File: src/design/recovery_pkg.sv
// Recovery path types and constants; PROT_CAP is fixed and all registers are at most a few bytes
package recovery_pkg;

  typedef logic [7:0]  byte_t;
  typedef logic [15:0] len_t;

  // Recovery command codes
  typedef enum logic [7:0] {
    CMD_PROT_CAP      = 8'd34,
    CMD_DEVICE_STATUS = 8'd36,
    CMD_RESET         = 8'd37,
    CMD_RECOVERY_CTRL = 8'd38
  } rec_cmd_e;

  // SMBus style PEC, CRC-8 starting from zero
  localparam byte_t PecPoly = 8'h07;

  // Magic "OCP " with byte 0 sent first
  localparam logic [31:0] ProtCapValue = 32'h2050_434F;

  localparam int unsigned DefaultRegBytes = 4;

  typedef enum logic [2:0] {
    RX_IDLE,
    RX_CMD,
    RX_LEN_LO,
    RX_LEN_HI,
    RX_DATA,
    RX_PEC,
    RX_DONE
  } rx_state_e;

  typedef enum logic [2:0] {
    TX_IDLE,
    TX_LEN_LO,
    TX_LEN_HI,
    TX_DATA,
    TX_PEC
  } tx_state_e;

endpackage

File: src/design/recovery_cmd_if.sv
// Decoded command handoff; cmd_valid holds until the one-cycle cmd_done pulse
`timescale 1ns/100ps

interface recovery_cmd_if #(
  parameter int unsigned RegBytes = recovery_pkg::DefaultRegBytes
);
  import recovery_pkg::*;

  logic                  cmd_valid;
  logic                  cmd_is_rd;
  rec_cmd_e              cmd_code;
  len_t                  cmd_len;
  logic                  cmd_error;
  logic [RegBytes*8-1:0] cmd_wdata;
  logic                  cmd_done;

  modport rcv (
    output cmd_valid, cmd_is_rd, cmd_code, cmd_len, cmd_error, cmd_wdata,
    input  cmd_done
  );

  modport exe (
    input  cmd_valid, cmd_is_rd, cmd_code, cmd_len, cmd_error, cmd_wdata,
    output cmd_done
  );

endinterface

File: src/design/recovery_res_if.sv
// Response header and byte stream, both valid/ready; res_dlast flags the final data byte
`timescale 1ns/100ps

interface recovery_res_if;
  import recovery_pkg::*;

  // Header
  logic  res_valid;
  logic  res_ready;
  len_t  res_len;

  // Data bytes
  logic  res_dvalid;
  logic  res_dready;
  byte_t res_data;
  logic  res_dlast;

  modport exe (
    output res_valid, res_len, res_dvalid, res_data, res_dlast,
    input  res_ready, res_dready
  );

  modport xmt (
    input  res_valid, res_len, res_dvalid, res_data, res_dlast,
    output res_ready, res_dready
  );

endinterface

File: src/design/recovery_executor.sv
// Recovery register file; reads always return RegBytes bytes, errored reads repeat the last one
`timescale 1ns/100ps

module recovery_executor #(
  parameter int unsigned RegBytes = recovery_pkg::DefaultRegBytes
) (
  input  logic        clk_i,
  input  logic        rst_n_i,
  input  logic        host_abort_i,
  input  logic        rd_req_i,
  recovery_cmd_if.exe cmd,
  recovery_res_if.exe res
);
  import recovery_pkg::*;

  localparam int unsigned NumRegs = 4;
  localparam int unsigned CntW    = $clog2(RegBytes + 1);

  typedef enum logic [1:0] {
    IDX_PROT_CAP,
    IDX_DEVICE_STATUS,
    IDX_RESET,
    IDX_RECOVERY_CTRL
  } reg_idx_e;

  logic [RegBytes*8-1:0] regs_q [NumRegs];
  logic [RegBytes*8-1:0] prot_cap;
  reg_idx_e              cmd_idx;
  reg_idx_e              rd_idx_q;
  logic                  cmd_done_q;
  logic                  res_valid_q;
  logic                  res_dvalid_q;
  logic [CntW-1:0]       bcnt_q;

  function automatic reg_idx_e code_to_idx(rec_cmd_e code);
    case (code)
      CMD_DEVICE_STATUS: return IDX_DEVICE_STATUS;
      CMD_RESET:         return IDX_RESET;
      CMD_RECOVERY_CTRL: return IDX_RECOVERY_CTRL;
      default:           return IDX_PROT_CAP;
    endcase
  endfunction

  assign prot_cap = (RegBytes*8)'(ProtCapValue);
  assign cmd_idx  = code_to_idx(cmd.cmd_code);

  // Writes and read selects land with the cmd_done pulse
  always_ff @(posedge clk_i) begin
    if (!rst_n_i) begin
      cmd_done_q <= 1'b0;
      rd_idx_q   <= IDX_PROT_CAP;
      for (int i = 0; i < NumRegs; i++) begin
        regs_q[i] <= '0;
      end
      regs_q[IDX_PROT_CAP] <= prot_cap;
    end else begin
      cmd_done_q <= cmd.cmd_valid & ~cmd_done_q;
      if (cmd.cmd_valid && !cmd_done_q && !cmd.cmd_error) begin
        if (cmd.cmd_is_rd) begin
          rd_idx_q <= cmd_idx;
        end else if (cmd_idx != IDX_PROT_CAP) begin
          // Short writes only touch the bytes they carry
          for (int i = 0; i < RegBytes; i++) begin
            if (i < cmd.cmd_len) begin
              regs_q[cmd_idx][i*8 +: 8] <= cmd.cmd_wdata[i*8 +: 8];
            end
          end
        end
      end
    end
  end

  // Response side
  always_ff @(posedge clk_i) begin
    if (!rst_n_i) begin
      res_valid_q  <= 1'b0;
      res_dvalid_q <= 1'b0;
      bcnt_q       <= '0;
    end else if (host_abort_i) begin
      res_valid_q  <= 1'b0;
      res_dvalid_q <= 1'b0;
    end else if (rd_req_i) begin
      res_valid_q  <= 1'b1;
      res_dvalid_q <= 1'b0;
      bcnt_q       <= '0;
    end else begin
      if (res.res_valid && res.res_ready) begin
        res_valid_q  <= 1'b0;
        res_dvalid_q <= 1'b1;
      end
      if (res.res_dvalid && res.res_dready) begin
        if (res.res_dlast) begin
          res_dvalid_q <= 1'b0;
        end else begin
          bcnt_q <= bcnt_q + 1'b1;
        end
      end
    end
  end

  assign cmd.cmd_done   = cmd_done_q;
  assign res.res_valid  = res_valid_q;
  assign res.res_len    = len_t'(RegBytes);
  assign res.res_dvalid = res_dvalid_q;
  assign res.res_data   = regs_q[rd_idx_q][bcnt_q*8 +: 8];
  assign res.res_dlast  = (bcnt_q == CntW'(RegBytes - 1));

endmodule

File: src/design/recovery_handler.sv
// Recovery handler top; always in recovery mode, host_nack_i and bus_stop_i abort a response
`timescale 1ns/100ps

module recovery_handler #(
  parameter int unsigned RegBytes = recovery_pkg::DefaultRegBytes
) (
  input  logic                clk_i,
  input  logic                rst_n_i,
  input  logic                bus_start_i,
  input  logic                bus_stop_i,
  input  recovery_pkg::byte_t bus_addr_i,
  input  logic                bus_addr_valid_i,
  input  logic                rx_valid_i,
  output logic                rx_ready_o,
  input  recovery_pkg::byte_t rx_data_i,
  output logic                tx_valid_o,
  input  logic                tx_ready_i,
  output recovery_pkg::byte_t tx_data_o,
  input  logic                host_nack_i
);
  import recovery_pkg::*;

  logic  host_abort;
  logic  rd_req;
  logic  rx_pec_load;
  logic  tx_pec_load;
  byte_t rx_pec_data;
  byte_t tx_pec_data;
  byte_t rx_pec_crc;
  byte_t tx_pec_crc;

  recovery_cmd_if #(.RegBytes(RegBytes)) cmd_if ();
  recovery_res_if res_if ();

  assign host_abort = host_nack_i | bus_stop_i;

  // Address byte seeds both CRCs
  assign rx_pec_data = bus_addr_valid_i ? bus_addr_i : rx_data_i;
  assign tx_pec_data = bus_addr_valid_i ? bus_addr_i : tx_data_o;

  recovery_pec rx_pec (
    .clk_i   (clk_i),
    .rst_n_i (rst_n_i),
    .clear_i (bus_start_i),
    .init_i  (bus_addr_valid_i),
    .valid_i (rx_pec_load),
    .data_i  (rx_pec_data),
    .crc_o   (rx_pec_crc)
  );

  recovery_pec tx_pec (
    .clk_i   (clk_i),
    .rst_n_i (rst_n_i),
    .clear_i (bus_start_i),
    .init_i  (bus_addr_valid_i),
    .valid_i (tx_pec_load),
    .data_i  (tx_pec_data),
    .crc_o   (tx_pec_crc)
  );

  recovery_receiver #(.RegBytes(RegBytes)) receiver_i (
    .clk_i       (clk_i),
    .rst_n_i     (rst_n_i),
    .bus_start_i (bus_start_i),
    .bus_stop_i  (bus_stop_i),
    .rx_valid_i  (rx_valid_i),
    .rx_data_i   (rx_data_i),
    .rx_ready_o  (rx_ready_o),
    .pec_crc_i   (rx_pec_crc),
    .pec_load_o  (rx_pec_load),
    .cmd         (cmd_if.rcv)
  );

  recovery_executor #(.RegBytes(RegBytes)) executor_i (
    .clk_i        (clk_i),
    .rst_n_i      (rst_n_i),
    .host_abort_i (host_abort),
    .rd_req_i     (rd_req),
    .cmd          (cmd_if.exe),
    .res          (res_if.exe)
  );

  recovery_transmitter transmitter_i (
    .clk_i            (clk_i),
    .rst_n_i          (rst_n_i),
    .bus_addr_i       (bus_addr_i),
    .bus_addr_valid_i (bus_addr_valid_i),
    .host_abort_i     (host_abort),
    .pec_crc_i        (tx_pec_crc),
    .pec_load_o       (tx_pec_load),
    .rd_req_o         (rd_req),
    .res              (res_if.xmt),
    .tx_valid_o       (tx_valid_o),
    .tx_ready_i       (tx_ready_i),
    .tx_data_o        (tx_data_o)
  );

endmodule

File: src/design/recovery_pec.sv
// CRC-8 PEC, one byte per cycle; clear_i wins over init_i, result valid one cycle after load
`timescale 1ns/100ps

module recovery_pec (
  input  logic                clk_i,
  input  logic                rst_n_i,
  input  logic                clear_i,
  input  logic                init_i,
  input  logic                valid_i,
  input  recovery_pkg::byte_t data_i,
  output recovery_pkg::byte_t crc_o
);
  import recovery_pkg::*;

  byte_t crc_q;

  function automatic byte_t crc8_byte(byte_t crc, byte_t data);
    byte_t c;
    c = crc ^ data;
    for (int i = 0; i < 8; i++) begin
      c = c[7] ? ((c << 1) ^ PecPoly) : (c << 1);
    end
    return c;
  endfunction

  always_ff @(posedge clk_i) begin
    if (!rst_n_i || clear_i) begin
      crc_q <= '0;
    end else if (init_i) begin
      // Address byte starts a fresh CRC
      crc_q <= crc8_byte(8'h00, data_i);
    end else if (valid_i) begin
      crc_q <= crc8_byte(crc_q, data_i);
    end
  end

  assign crc_o = crc_q;

endmodule

File: src/design/recovery_receiver.sv
// Recovery packet parser; keeps only the first RegBytes data bytes, stop or Sr ends a packet
`timescale 1ns/100ps

module recovery_receiver #(
  parameter int unsigned RegBytes = recovery_pkg::DefaultRegBytes
) (
  input  logic                clk_i,
  input  logic                rst_n_i,
  input  logic                bus_start_i,
  input  logic                bus_stop_i,
  input  logic                rx_valid_i,
  input  recovery_pkg::byte_t rx_data_i,
  output logic                rx_ready_o,
  input  recovery_pkg::byte_t pec_crc_i,
  output logic                pec_load_o,
  recovery_cmd_if.rcv         cmd
);
  import recovery_pkg::*;

  rx_state_e             state_q;
  rx_state_e             state_d;
  logic                  rx_ready_q;
  logic                  err_q;
  logic                  is_rd_q;
  len_t                  cnt_q;
  len_t                  len_q;
  byte_t                 code_q;
  logic [RegBytes*8-1:0] wdata_q;
  logic                  rx_fire;
  logic                  pkt_end;
  logic                  code_known;
  logic                  is_pec_byte;

  assign rx_fire     = rx_valid_i & rx_ready_q;
  assign pkt_end     = (bus_stop_i | bus_start_i) & (state_q != RX_IDLE) & (state_q != RX_DONE);
  assign code_known  = rx_data_i inside {CMD_PROT_CAP, CMD_DEVICE_STATUS, CMD_RESET,
                                         CMD_RECOVERY_CTRL};
  assign is_pec_byte = (state_q == RX_DATA) && (cnt_q == len_q);

  // PEC byte itself is not part of the CRC
  assign pec_load_o = rx_fire & ((state_q inside {RX_CMD, RX_LEN_LO, RX_LEN_HI}) |
                                 ((state_q == RX_DATA) & !is_pec_byte));

  always_comb begin
    state_d = state_q;
    if (pkt_end) begin
      state_d = RX_DONE;
    end else begin
      case (state_q)
        RX_IDLE:   if (bus_start_i) state_d = RX_CMD;
        RX_CMD:    if (rx_fire) state_d = RX_LEN_LO;
        RX_LEN_LO: if (rx_fire) state_d = RX_LEN_HI;
        RX_LEN_HI: if (rx_fire) state_d = RX_DATA;
        RX_DATA:   if (rx_fire && is_pec_byte) state_d = RX_PEC;
        RX_DONE:   if (cmd.cmd_done) state_d = RX_IDLE;
        default:   state_d = state_q;
      endcase
    end
  end

  always_ff @(posedge clk_i) begin
    if (!rst_n_i) begin
      state_q    <= RX_IDLE;
      rx_ready_q <= 1'b0;
      err_q      <= 1'b0;
      is_rd_q    <= 1'b0;
      cnt_q      <= '0;
    end else begin
      state_q    <= state_d;
      rx_ready_q <= (state_d != RX_DONE);
      if (state_q == RX_IDLE && bus_start_i) begin
        err_q   <= 1'b0;
        is_rd_q <= 1'b0;
        cnt_q   <= '0;
      end
      // Command only followed by Sr is a read request
      if (pkt_end) begin
        is_rd_q <= (state_q == RX_LEN_LO);
        if (!(state_q inside {RX_LEN_LO, RX_PEC})) begin
          err_q <= 1'b1;
        end
      end
      if (rx_fire) begin
        case (state_q)
          RX_CMD:    if (!code_known) err_q <= 1'b1;
          RX_LEN_HI: if ({rx_data_i, len_q[7:0]} > RegBytes) err_q <= 1'b1;
          RX_DATA: begin
            if (is_pec_byte) begin
              if (rx_data_i != pec_crc_i) err_q <= 1'b1;
            end else begin
              cnt_q <= cnt_q + 1'b1;
            end
          end
          default: ;
        endcase
      end
    end
  end

  always_ff @(posedge clk_i) begin
    if (rx_fire) begin
      case (state_q)
        RX_CMD:    code_q <= rx_data_i;
        RX_LEN_LO: len_q[7:0] <= rx_data_i;
        RX_LEN_HI: len_q[15:8] <= rx_data_i;
        RX_DATA: begin
          if (!is_pec_byte && cnt_q < RegBytes) begin
            wdata_q[cnt_q*8 +: 8] <= rx_data_i;
          end
        end
        default: ;
      endcase
    end
  end

  assign rx_ready_o    = rx_ready_q;
  assign cmd.cmd_valid = (state_q == RX_DONE);
  assign cmd.cmd_is_rd = is_rd_q;
  assign cmd.cmd_code  = rec_cmd_e'(code_q);
  assign cmd.cmd_len   = len_q;
  assign cmd.cmd_error = err_q;
  assign cmd.cmd_wdata = wdata_q;

endmodule

File: src/design/recovery_transmitter.sv
// Response serialiser; an abort drops tx_valid_o next cycle and the rest of the response is lost
`timescale 1ns/100ps

module recovery_transmitter (
  input  logic                clk_i,
  input  logic                rst_n_i,
  input  recovery_pkg::byte_t bus_addr_i,
  input  logic                bus_addr_valid_i,
  input  logic                host_abort_i,
  input  recovery_pkg::byte_t pec_crc_i,
  output logic                pec_load_o,
  output logic                rd_req_o,
  recovery_res_if.xmt         res,
  output logic                tx_valid_o,
  input  logic                tx_ready_i,
  output recovery_pkg::byte_t tx_data_o
);
  import recovery_pkg::*;

  tx_state_e state_q;
  logic      tx_valid_q;
  byte_t     tx_data_q;
  byte_t     len_hi_q;
  logic      last_q;
  logic      tx_fire;
  logic      dfire;

  assign tx_fire  = tx_valid_q & tx_ready_i;
  assign rd_req_o = bus_addr_valid_i & bus_addr_i[0];

  assign res.res_ready  = (state_q == TX_IDLE);
  assign res.res_dready = (state_q == TX_DATA) & !last_q & (!tx_valid_q | tx_fire);
  assign dfire          = res.res_dvalid & res.res_dready;

  always_ff @(posedge clk_i) begin
    if (!rst_n_i) begin
      state_q    <= TX_IDLE;
      tx_valid_q <= 1'b0;
      last_q     <= 1'b0;
    end else if (host_abort_i) begin
      state_q    <= TX_IDLE;
      tx_valid_q <= 1'b0;
    end else begin
      case (state_q)
        TX_IDLE: begin
          if (res.res_valid) begin
            state_q    <= TX_LEN_LO;
            tx_valid_q <= 1'b1;
          end
        end
        TX_LEN_LO: if (tx_fire) state_q <= TX_LEN_HI;
        TX_LEN_HI: begin
          if (tx_fire) begin
            state_q    <= TX_DATA;
            tx_valid_q <= 1'b0;
            last_q     <= 1'b0;
          end
        end
        TX_DATA: begin
          if (dfire) begin
            tx_valid_q <= 1'b1;
            last_q     <= res.res_dlast;
          end else if (tx_fire) begin
            // After the last data byte the PEC follows without a gap
            tx_valid_q <= last_q;
            if (last_q) state_q <= TX_PEC;
          end
        end
        TX_PEC: begin
          if (tx_fire) begin
            state_q    <= TX_IDLE;
            tx_valid_q <= 1'b0;
          end
        end
        default: state_q <= TX_IDLE;
      endcase
    end
  end

  always_ff @(posedge clk_i) begin
    if (state_q == TX_IDLE && res.res_valid) begin
      tx_data_q <= res.res_len[7:0];
      len_hi_q  <= res.res_len[15:8];
    end else if (state_q == TX_LEN_LO && tx_fire) begin
      tx_data_q <= len_hi_q;
    end else if (dfire) begin
      tx_data_q <= res.res_data;
    end
  end

  // CRC has settled by the time the PEC state is reached
  assign tx_data_o  = (state_q == TX_PEC) ? pec_crc_i : tx_data_q;
  assign tx_valid_o = tx_valid_q;
  assign pec_load_o = tx_fire;

endmodule

File: config.mk
export PLATFORM = sky130hd
export DESIGN_NAME = recovery_handler
export DESIGN_NICKNAME = d
export VERILOG_FILES = /design/src/design/recovery_pkg.sv /design/src/design/recovery_cmd_if.sv /design/src/design/recovery_res_if.sv /design/src/design/recovery_executor.sv /design/src/design/recovery_handler.sv /design/src/design/recovery_pec.sv /design/src/design/recovery_receiver.sv /design/src/design/recovery_transmitter.sv
export SDC_FILE = /design/constraint.sdc
export NUM_CORES = 1
export LEC_CHECK = 0
export BUFFER_PORTS_ARGS = -buffer_cell sky130_fd_sc_hd__buf_2
export CAP_MARGIN = 20
export CORE_MARGIN = 2
export CORE_UTILIZATION = 55
export CTS_BUF_LIST = sky130_fd_sc_hd__clkbuf_16
export DETAILED_ROUTE_END_ITERATION = 10
export PLACE_DENSITY = 0.73
export SETUP_SLACK_MARGIN = 0.3
export SLEW_MARGIN = 15
export SYNTH_ARGS = -nofsm -noshare
export SYNTH_HDL_FRONTEND = slang
export SYNTH_SLANG_ARGS = --single-unit
File: constraint.sdc
create_clock -name clk_i -period 3 [get_ports clk_i]
set_clock_uncertainty 0.15 [all_clocks]
set_input_delay 0.9 -clock clk_i [delete_from_list [all_inputs] [get_ports clk_i]]
set_output_delay 0.9 -clock clk_i [all_outputs]
set_load 0.02 [all_outputs]
==> results of run 1 <==
==> report_power, final <==
group	switching [uW]	total (uW)	internal (uW)
combinational	382	653	272
clock	1300	3100	1800
sequential	54.1	3700	3640
total	1740	7450	5710
==> sequential cells by signal, summed over array words and instances (netlist names), 8 cells and up, named ones only <==
name / cells
receiver_i.cmd.cmd_len: 16
rx_pec.crc_o: 8
receiver_i.cnt_q: 16
receiver_i.cmd.cmd_code: 8
tx_pec.crc_o: 8
receiver_i.cmd.cmd_wdata: 32
transmitter_i.tx_data_q: 8
executor_i.regs_q: 128
==> repair_timing <==
| item | CTS | global route |
|---|---|---|
| resized for setup | 38 | 37 |
| cloned | 2 | 0 |
| pin swaps | 12 | 12 |
| endpoints found under the setup margin | 94 | 188 |
| buffers inserted | 21 | 4 |
==> cells in the mapped netlist (14+ instances only) <==
library cell  instances
nor2_1               84
xnor2_1              58
nor4_1               14
xor2_1               27
inv_1                21
edfxtp_1            152
nand2b_1             20
nor3_1               19
mux4_2               40
and2_1              152
nand3_1              17
clkbuf_1             31
dfxtp_1              93
o21ai_0              39
nand2_1              53
a21oi_1              43
==> routing by layer <==
metal	wire length (um)	track usage, %	vias to the layer above
met5	0	0	-
met4	651	6.31	0
met3	1760	3.40	48
met2	13900	42.4	244
met1	12200	35.9	4064
li1	-	-	3887
==> through the flow <==
step	instance area [um2]	utilization, %	hold slack (ns)	setup slack (ns)	total power (uW)
after floorplan	11900	-	0.256	0.187	4170
after global routing	14100	66.6	0.303	0.141	7690
after CTS	13900	65.7	0.293	0.185	7470
after detailed placement	12700	60.0	0.272	0.0682	4380
after global placement	12700	60.0	0.269	0.117	4370
final	14100	66.6	0.286	0.193	7450
==> area by class of cell <==
class | instances | area share, %
Antenna cell | 1 | 0.0178
Clock buffer | 27 | 4.81
Clock inverter | 21 | 1.08
Inverter | 22 | 0.588
Multi-Input combinational cell | 709 | 38.2
Sequential cell | 245 | 45.8
Tap cell | 275 | 2.45
Timing Repair Buffer | 112 | 6.99
==> kinds of logic after synthesis <==
kind of cell / share of synthesized area, %
AOI/OAI and AO/OA: 7.51
xor gates and xnor gates: 6.42
adders and majority gates: 0.422
buffers and inverters: 2.53
DFF: 54.2
muxes: 9.47
and+or+nand+nor: 19.4
==> final timing paths <==
check / cells past startpoint / slack (ns) / endpoint
worst max-delay path: 6 / 0.19 / tx_data_o[3]
worst min register to register: 1 / 0.29 / executor_i.regs_q[0][2]
worst min-delay path: 1 / 0.29 / executor_i.regs_q[0][2]
worst max register to register: 7 / 0.22 / executor_i.regs_q[2][11]
==> flow_summary.ini, run 1 <==
[final_layout]
n_fill_cell = 1526
multi_input_area_mm2 = 0.00538
seqCellArea_mm2 = 0.00644
fin_cells = 1412
drive_above_1_share_pct = 22.0
syn_to_final_growth_pct = 18.6
layout.nets = 1144
final_cell_mix = and2_1 (152), edfxtp_1 (152), dfxtp_1 (88)

[run]
cap_violations = 0

[floorplanning]
rows = 53
io_pins = 34
die-area_mm2 = 0.0227
start_util_pct = 56.2
die_x_um = 151
core_mm2 = 0.0211
dieHeight_um = 151

[clocking]
clk_latency_ns = 0.53
clockRootBuffer = clkbuf_16
cts-buffers-inserted = 26
cts_num_sinks = 245
htreeDepth = 1
clockBufferDepth = 3
cts_tree = yes
cts_hold_buf = 0
path_clk_slew_ns = 0.06

[timing]
relSlewSlack_pct = 49.1
tightest_slew_ns = 0.763
fmax_mhz = 356
layout_min_cycle_time_ns = 2.81
slew_violations = 0
setup_violations = 0
final-hold-violation-count = 0
period_share_pct = 93.6
rsz0062_at_grt = yes
setup_tns_ns = 0

[worst_setup_path]
end_kind = output pin
slowest_delay_ns = 0.35
startpoint = transmitter_i.state_q[0]
crit_arrival_ns = 1.76
cp_top_family = buffers and inverters
start_kind = flip-flop
worstPathRequired_ns = 1.95
worst-path-buf-inv = 3
reg2reg_from = receiver_i.cmd.cmd_code[4]
cp_slowest_cell = dfxtp_4
path_cells = nor3b_4 -> buf_4 -> buf_16 -> nand2_1 -> o21ai_0 -> buf_2
critPathMaxFanout = 6
path_class = reg2out

[detailed_routing]
vias = 8243
drc_errors = 0
initialDrtViolationCount = 717
drt-total-wl_mm = 28.5
ant_nets = 0
wire_per_inst_um = 20.2
viasPerCell = 5.84
first_pass_iters = 5

[placement]
io_buffers = 33
gp_congestion = 0.868
dpl.cell_count = 1336
post-dp-hpwl_mm = 19.3

[hold_path]
hold_path_class = reg2reg
min_from = executor_i.regs_q[0][2]

[global_routing]
grt_max_degree = 51
grt_overflow = 0
grt_pass1_wl_mm = 44.1
grt_pass1_vias = 7826
antenna_found_initial = 0
track_usage_pct = 25.5

[synth]
avgSynthCellArea_um2 = 11.5
synth_edf_count = 152
yosysTopAreaCell = edfxtp_1
synthTopCellsByArea = edfxtp_1 (39%), dfxtp_1 (16%), and2_1 (8.0%)
ys.flop_type = edfxtp_1
yosys_warnings = 0
ys_seq_area_share_pct = 54.2
synth_top_area_share_pct = 38.5
ys_ff_latch = 245
synth_nets = 1055
syn_area_mm2 = 0.0119
synth_cell_types = 71
synthArstFlopShare_pct = 0
synth_cells = 1027

[power_and_ir_drop]
ir_drop_mv = 0.395
p_leak_uw = 0.00511
power.density_mw_per_mm2 = 530

[outcome]
outcome = finished clean
(Power assumes the default switching activity.)
==> run 2, diff against run 1 <==
==> constraint.sdc (replaced) <==
create_clock -name clk_i -period 3 [get_ports clk_i]
set_clock_uncertainty 0.15 [all_clocks]
set_input_delay 0.3 -clock clk_i [delete_from_list [all_inputs] [get_ports clk_i]]
set_output_delay 0.3 -clock clk_i [all_outputs]
set_load 0.02 [all_outputs]
==> run 2 against run 1 <==
  * Sequential share of layout area grew 1.4 points
  * Final cell count shrank 1.6%
  * Combinational power shrank 4.1%
  * Highest routed layer unchanged
  * Sequential cell count is the same
  * Total power shrank 2.1%
==> flow_summary.ini, run 2 (synthesis results as in run 1) <==
[detailed_routing]
ant_nets = 0
initialDrtViolationCount = 746
drc_errors = 0
wire_per_inst_um = 19.8
drt-total-wl_mm = 27.4
viasPerCell = 5.76
first_pass_iters = 5
vias = 8003

[timing]
setup_violations = 0
slew_violations = 0
rsz0062_at_grt = yes
setup_tns_ns = 0
tightest_slew_ns = 0.709
relSlewSlack_pct = 52.8
final-hold-violation-count = 0
layout_min_cycle_time_ns = 2.77
fmax_mhz = 361
period_share_pct = 92.2

[global_routing]
track_usage_pct = 24.8
grt_overflow = 0
antenna_found_initial = 0
grt_max_degree = 51
grt_pass1_wl_mm = 43.2
grt_pass1_vias = 7671

[power_and_ir_drop]
power.density_mw_per_mm2 = 536
ir_drop_mv = 0.419
finalPower_uw = 7300
p_switching_uw = 1720
p_leak_uw = 0.00492
swShare_pct = 23.6
p_int_uw = 5580
seqPwrFrac_pct = 50.7
clkPwrFrac_pct = 40.7
combPwrFrac_pct = 8.6

[final_layout]
n_fill_cell = 1559
diodes = 0
multi_input_area_mm2 = 0.00530
final_cell_mix = and2_1 (152), edfxtp_1 (152), dfxtp_1 (90)
syn_to_final_growth_pct = 14.9
seqCellArea_mm2 = 0.00643
drive_above_1_share_pct = 19.8
regMostFlops = executor_i.regs_q
layout.nets = 1122
largest_reg_flops = 128

[clocking]
cts-buffers-inserted = 26
htreeDepth = 1
cts_num_sinks = 245
path_clk_slew_ns = 0.06
clk_latency_ns = 0.52
clockBufferDepth = 3
clockRootBuffer = clkbuf_16
cts_tree = yes

[floorplanning]
start_util_pct = 56.2
core_mm2 = 0.0211
dieHeight_um = 151
die_x_um = 151
die-area_mm2 = 0.0227
rows = 53
io_pins = 34

[worst_setup_path]
start_kind = flip-flop
worstPathRequired_ns = 3.05
path_class = reg2reg
crit_arrival_ns = 2.81
critPathMaxFanout = 8
slowest_delay_ns = 0.49
cp_slowest_cell = or4b_4
end_kind = flip-flop
path_cells = nand3b_1 -> nor3_4 -> or3b_4 -> or4b_4 -> or2_4 -> a21oi_4

[run]
cap_violations = 0

[placement]
io_buffers = 33
gp_congestion = 0.857
post-dp-hpwl_mm = 19.4

[hold_path]
hold_path_class = in2reg

[outcome]
outcome = finished clean
-- run 2: cell types whose count changed in the layout (fill, tap and decap cells not counted), sizes merged --
cell,before,now
dlygate4sd3,0,2
buf,111,88
diode,1,0
inv,30,29
bufbuf,1,0
clkbuf,27,28
bufinv,2,0
clkinv,10,12
-- run 2: what timing repair did --
| item | in CTS | in global routing |
|---|---|---|
| buffers inserted | 5 | 4 |
| endpoints found under the hold margin | 3 | 0 |
| hold buffers | 2 | 0 |
| pin swaps | 10 | 7 |
| setup endpoints to repair | 95 | 144 |
| resized for setup | 16 | 14 |
-- run 2: layout make-up --
type	instances	area share (%)
clock buffers	28	5.14
clock inverters	20	0.707
inverters	22	0.606
multi-input cells	709	38.9
flip-flops and latches	245	47.2
well taps	275	2.53
repair buffers	90	4.91
-- run 2: worst paths after layout --
check	startpoint	to	slack [ns]	cells after the start
worst min-delay path	tx_ready_i	transmitter_i.tx_valid_o	0.03	4
worst max-delay path	receiver_i.state_q[0]	executor_i.regs_q[2][9]	0.23	6
worst min register to register	executor_i.regs_q[0][3]	executor_i.regs_q[0][3]	0.29	1
worst max register to register	receiver_i.state_q[0]	executor_i.regs_q[2][9]	0.23	6
-- run 2: power by group through the flow --
stage,clock (uW),combinational (uW),sequential (uW)
floorplan,0,418,3750
global placement,0,588,3770
detailed placement,0,595,3770
CTS,3010,614,3700
global route,3130,679,3710
finish,2970,626,3700
-- run 2: per-stage QoR --
stage	util [%]	hold slack [ns]	instances	area [um2]	worst slack, ns
after floorplan	-	0.249	1027	11900	0.275
after global placement	59.6	0.269	1330	12600	0.130
after detailed placement	59.6	0.273	1330	12600	0.0227
after CTS	64.1	0.0169	1385	13500	0.205
after global routing	64.6	0.0334	1389	13600	0.129
final	64.6	0.0347	1389	13600	0.233
-- run 2: critical path, delay by kind of cell, from the launching register on --
| kind | cells | cell delay, ns |
|---|---|---|
| flops | 1 | 0.31 |
| simple gates | 5 | 1.68 |
| compound gates | 1 | 0.29 |
-- run 2: metal layers --
metal | GRT usage, % | vias up | part of all wire (%)
li1 | - | 3836 | -
met5 | 0 | - | 0
met3 | 2.86 | 46 | 5.0
met4 | 5.75 | 0 | 2.1
met1 | 36.4 | 3896 | 45
met2 | 40.0 | 225 | 48
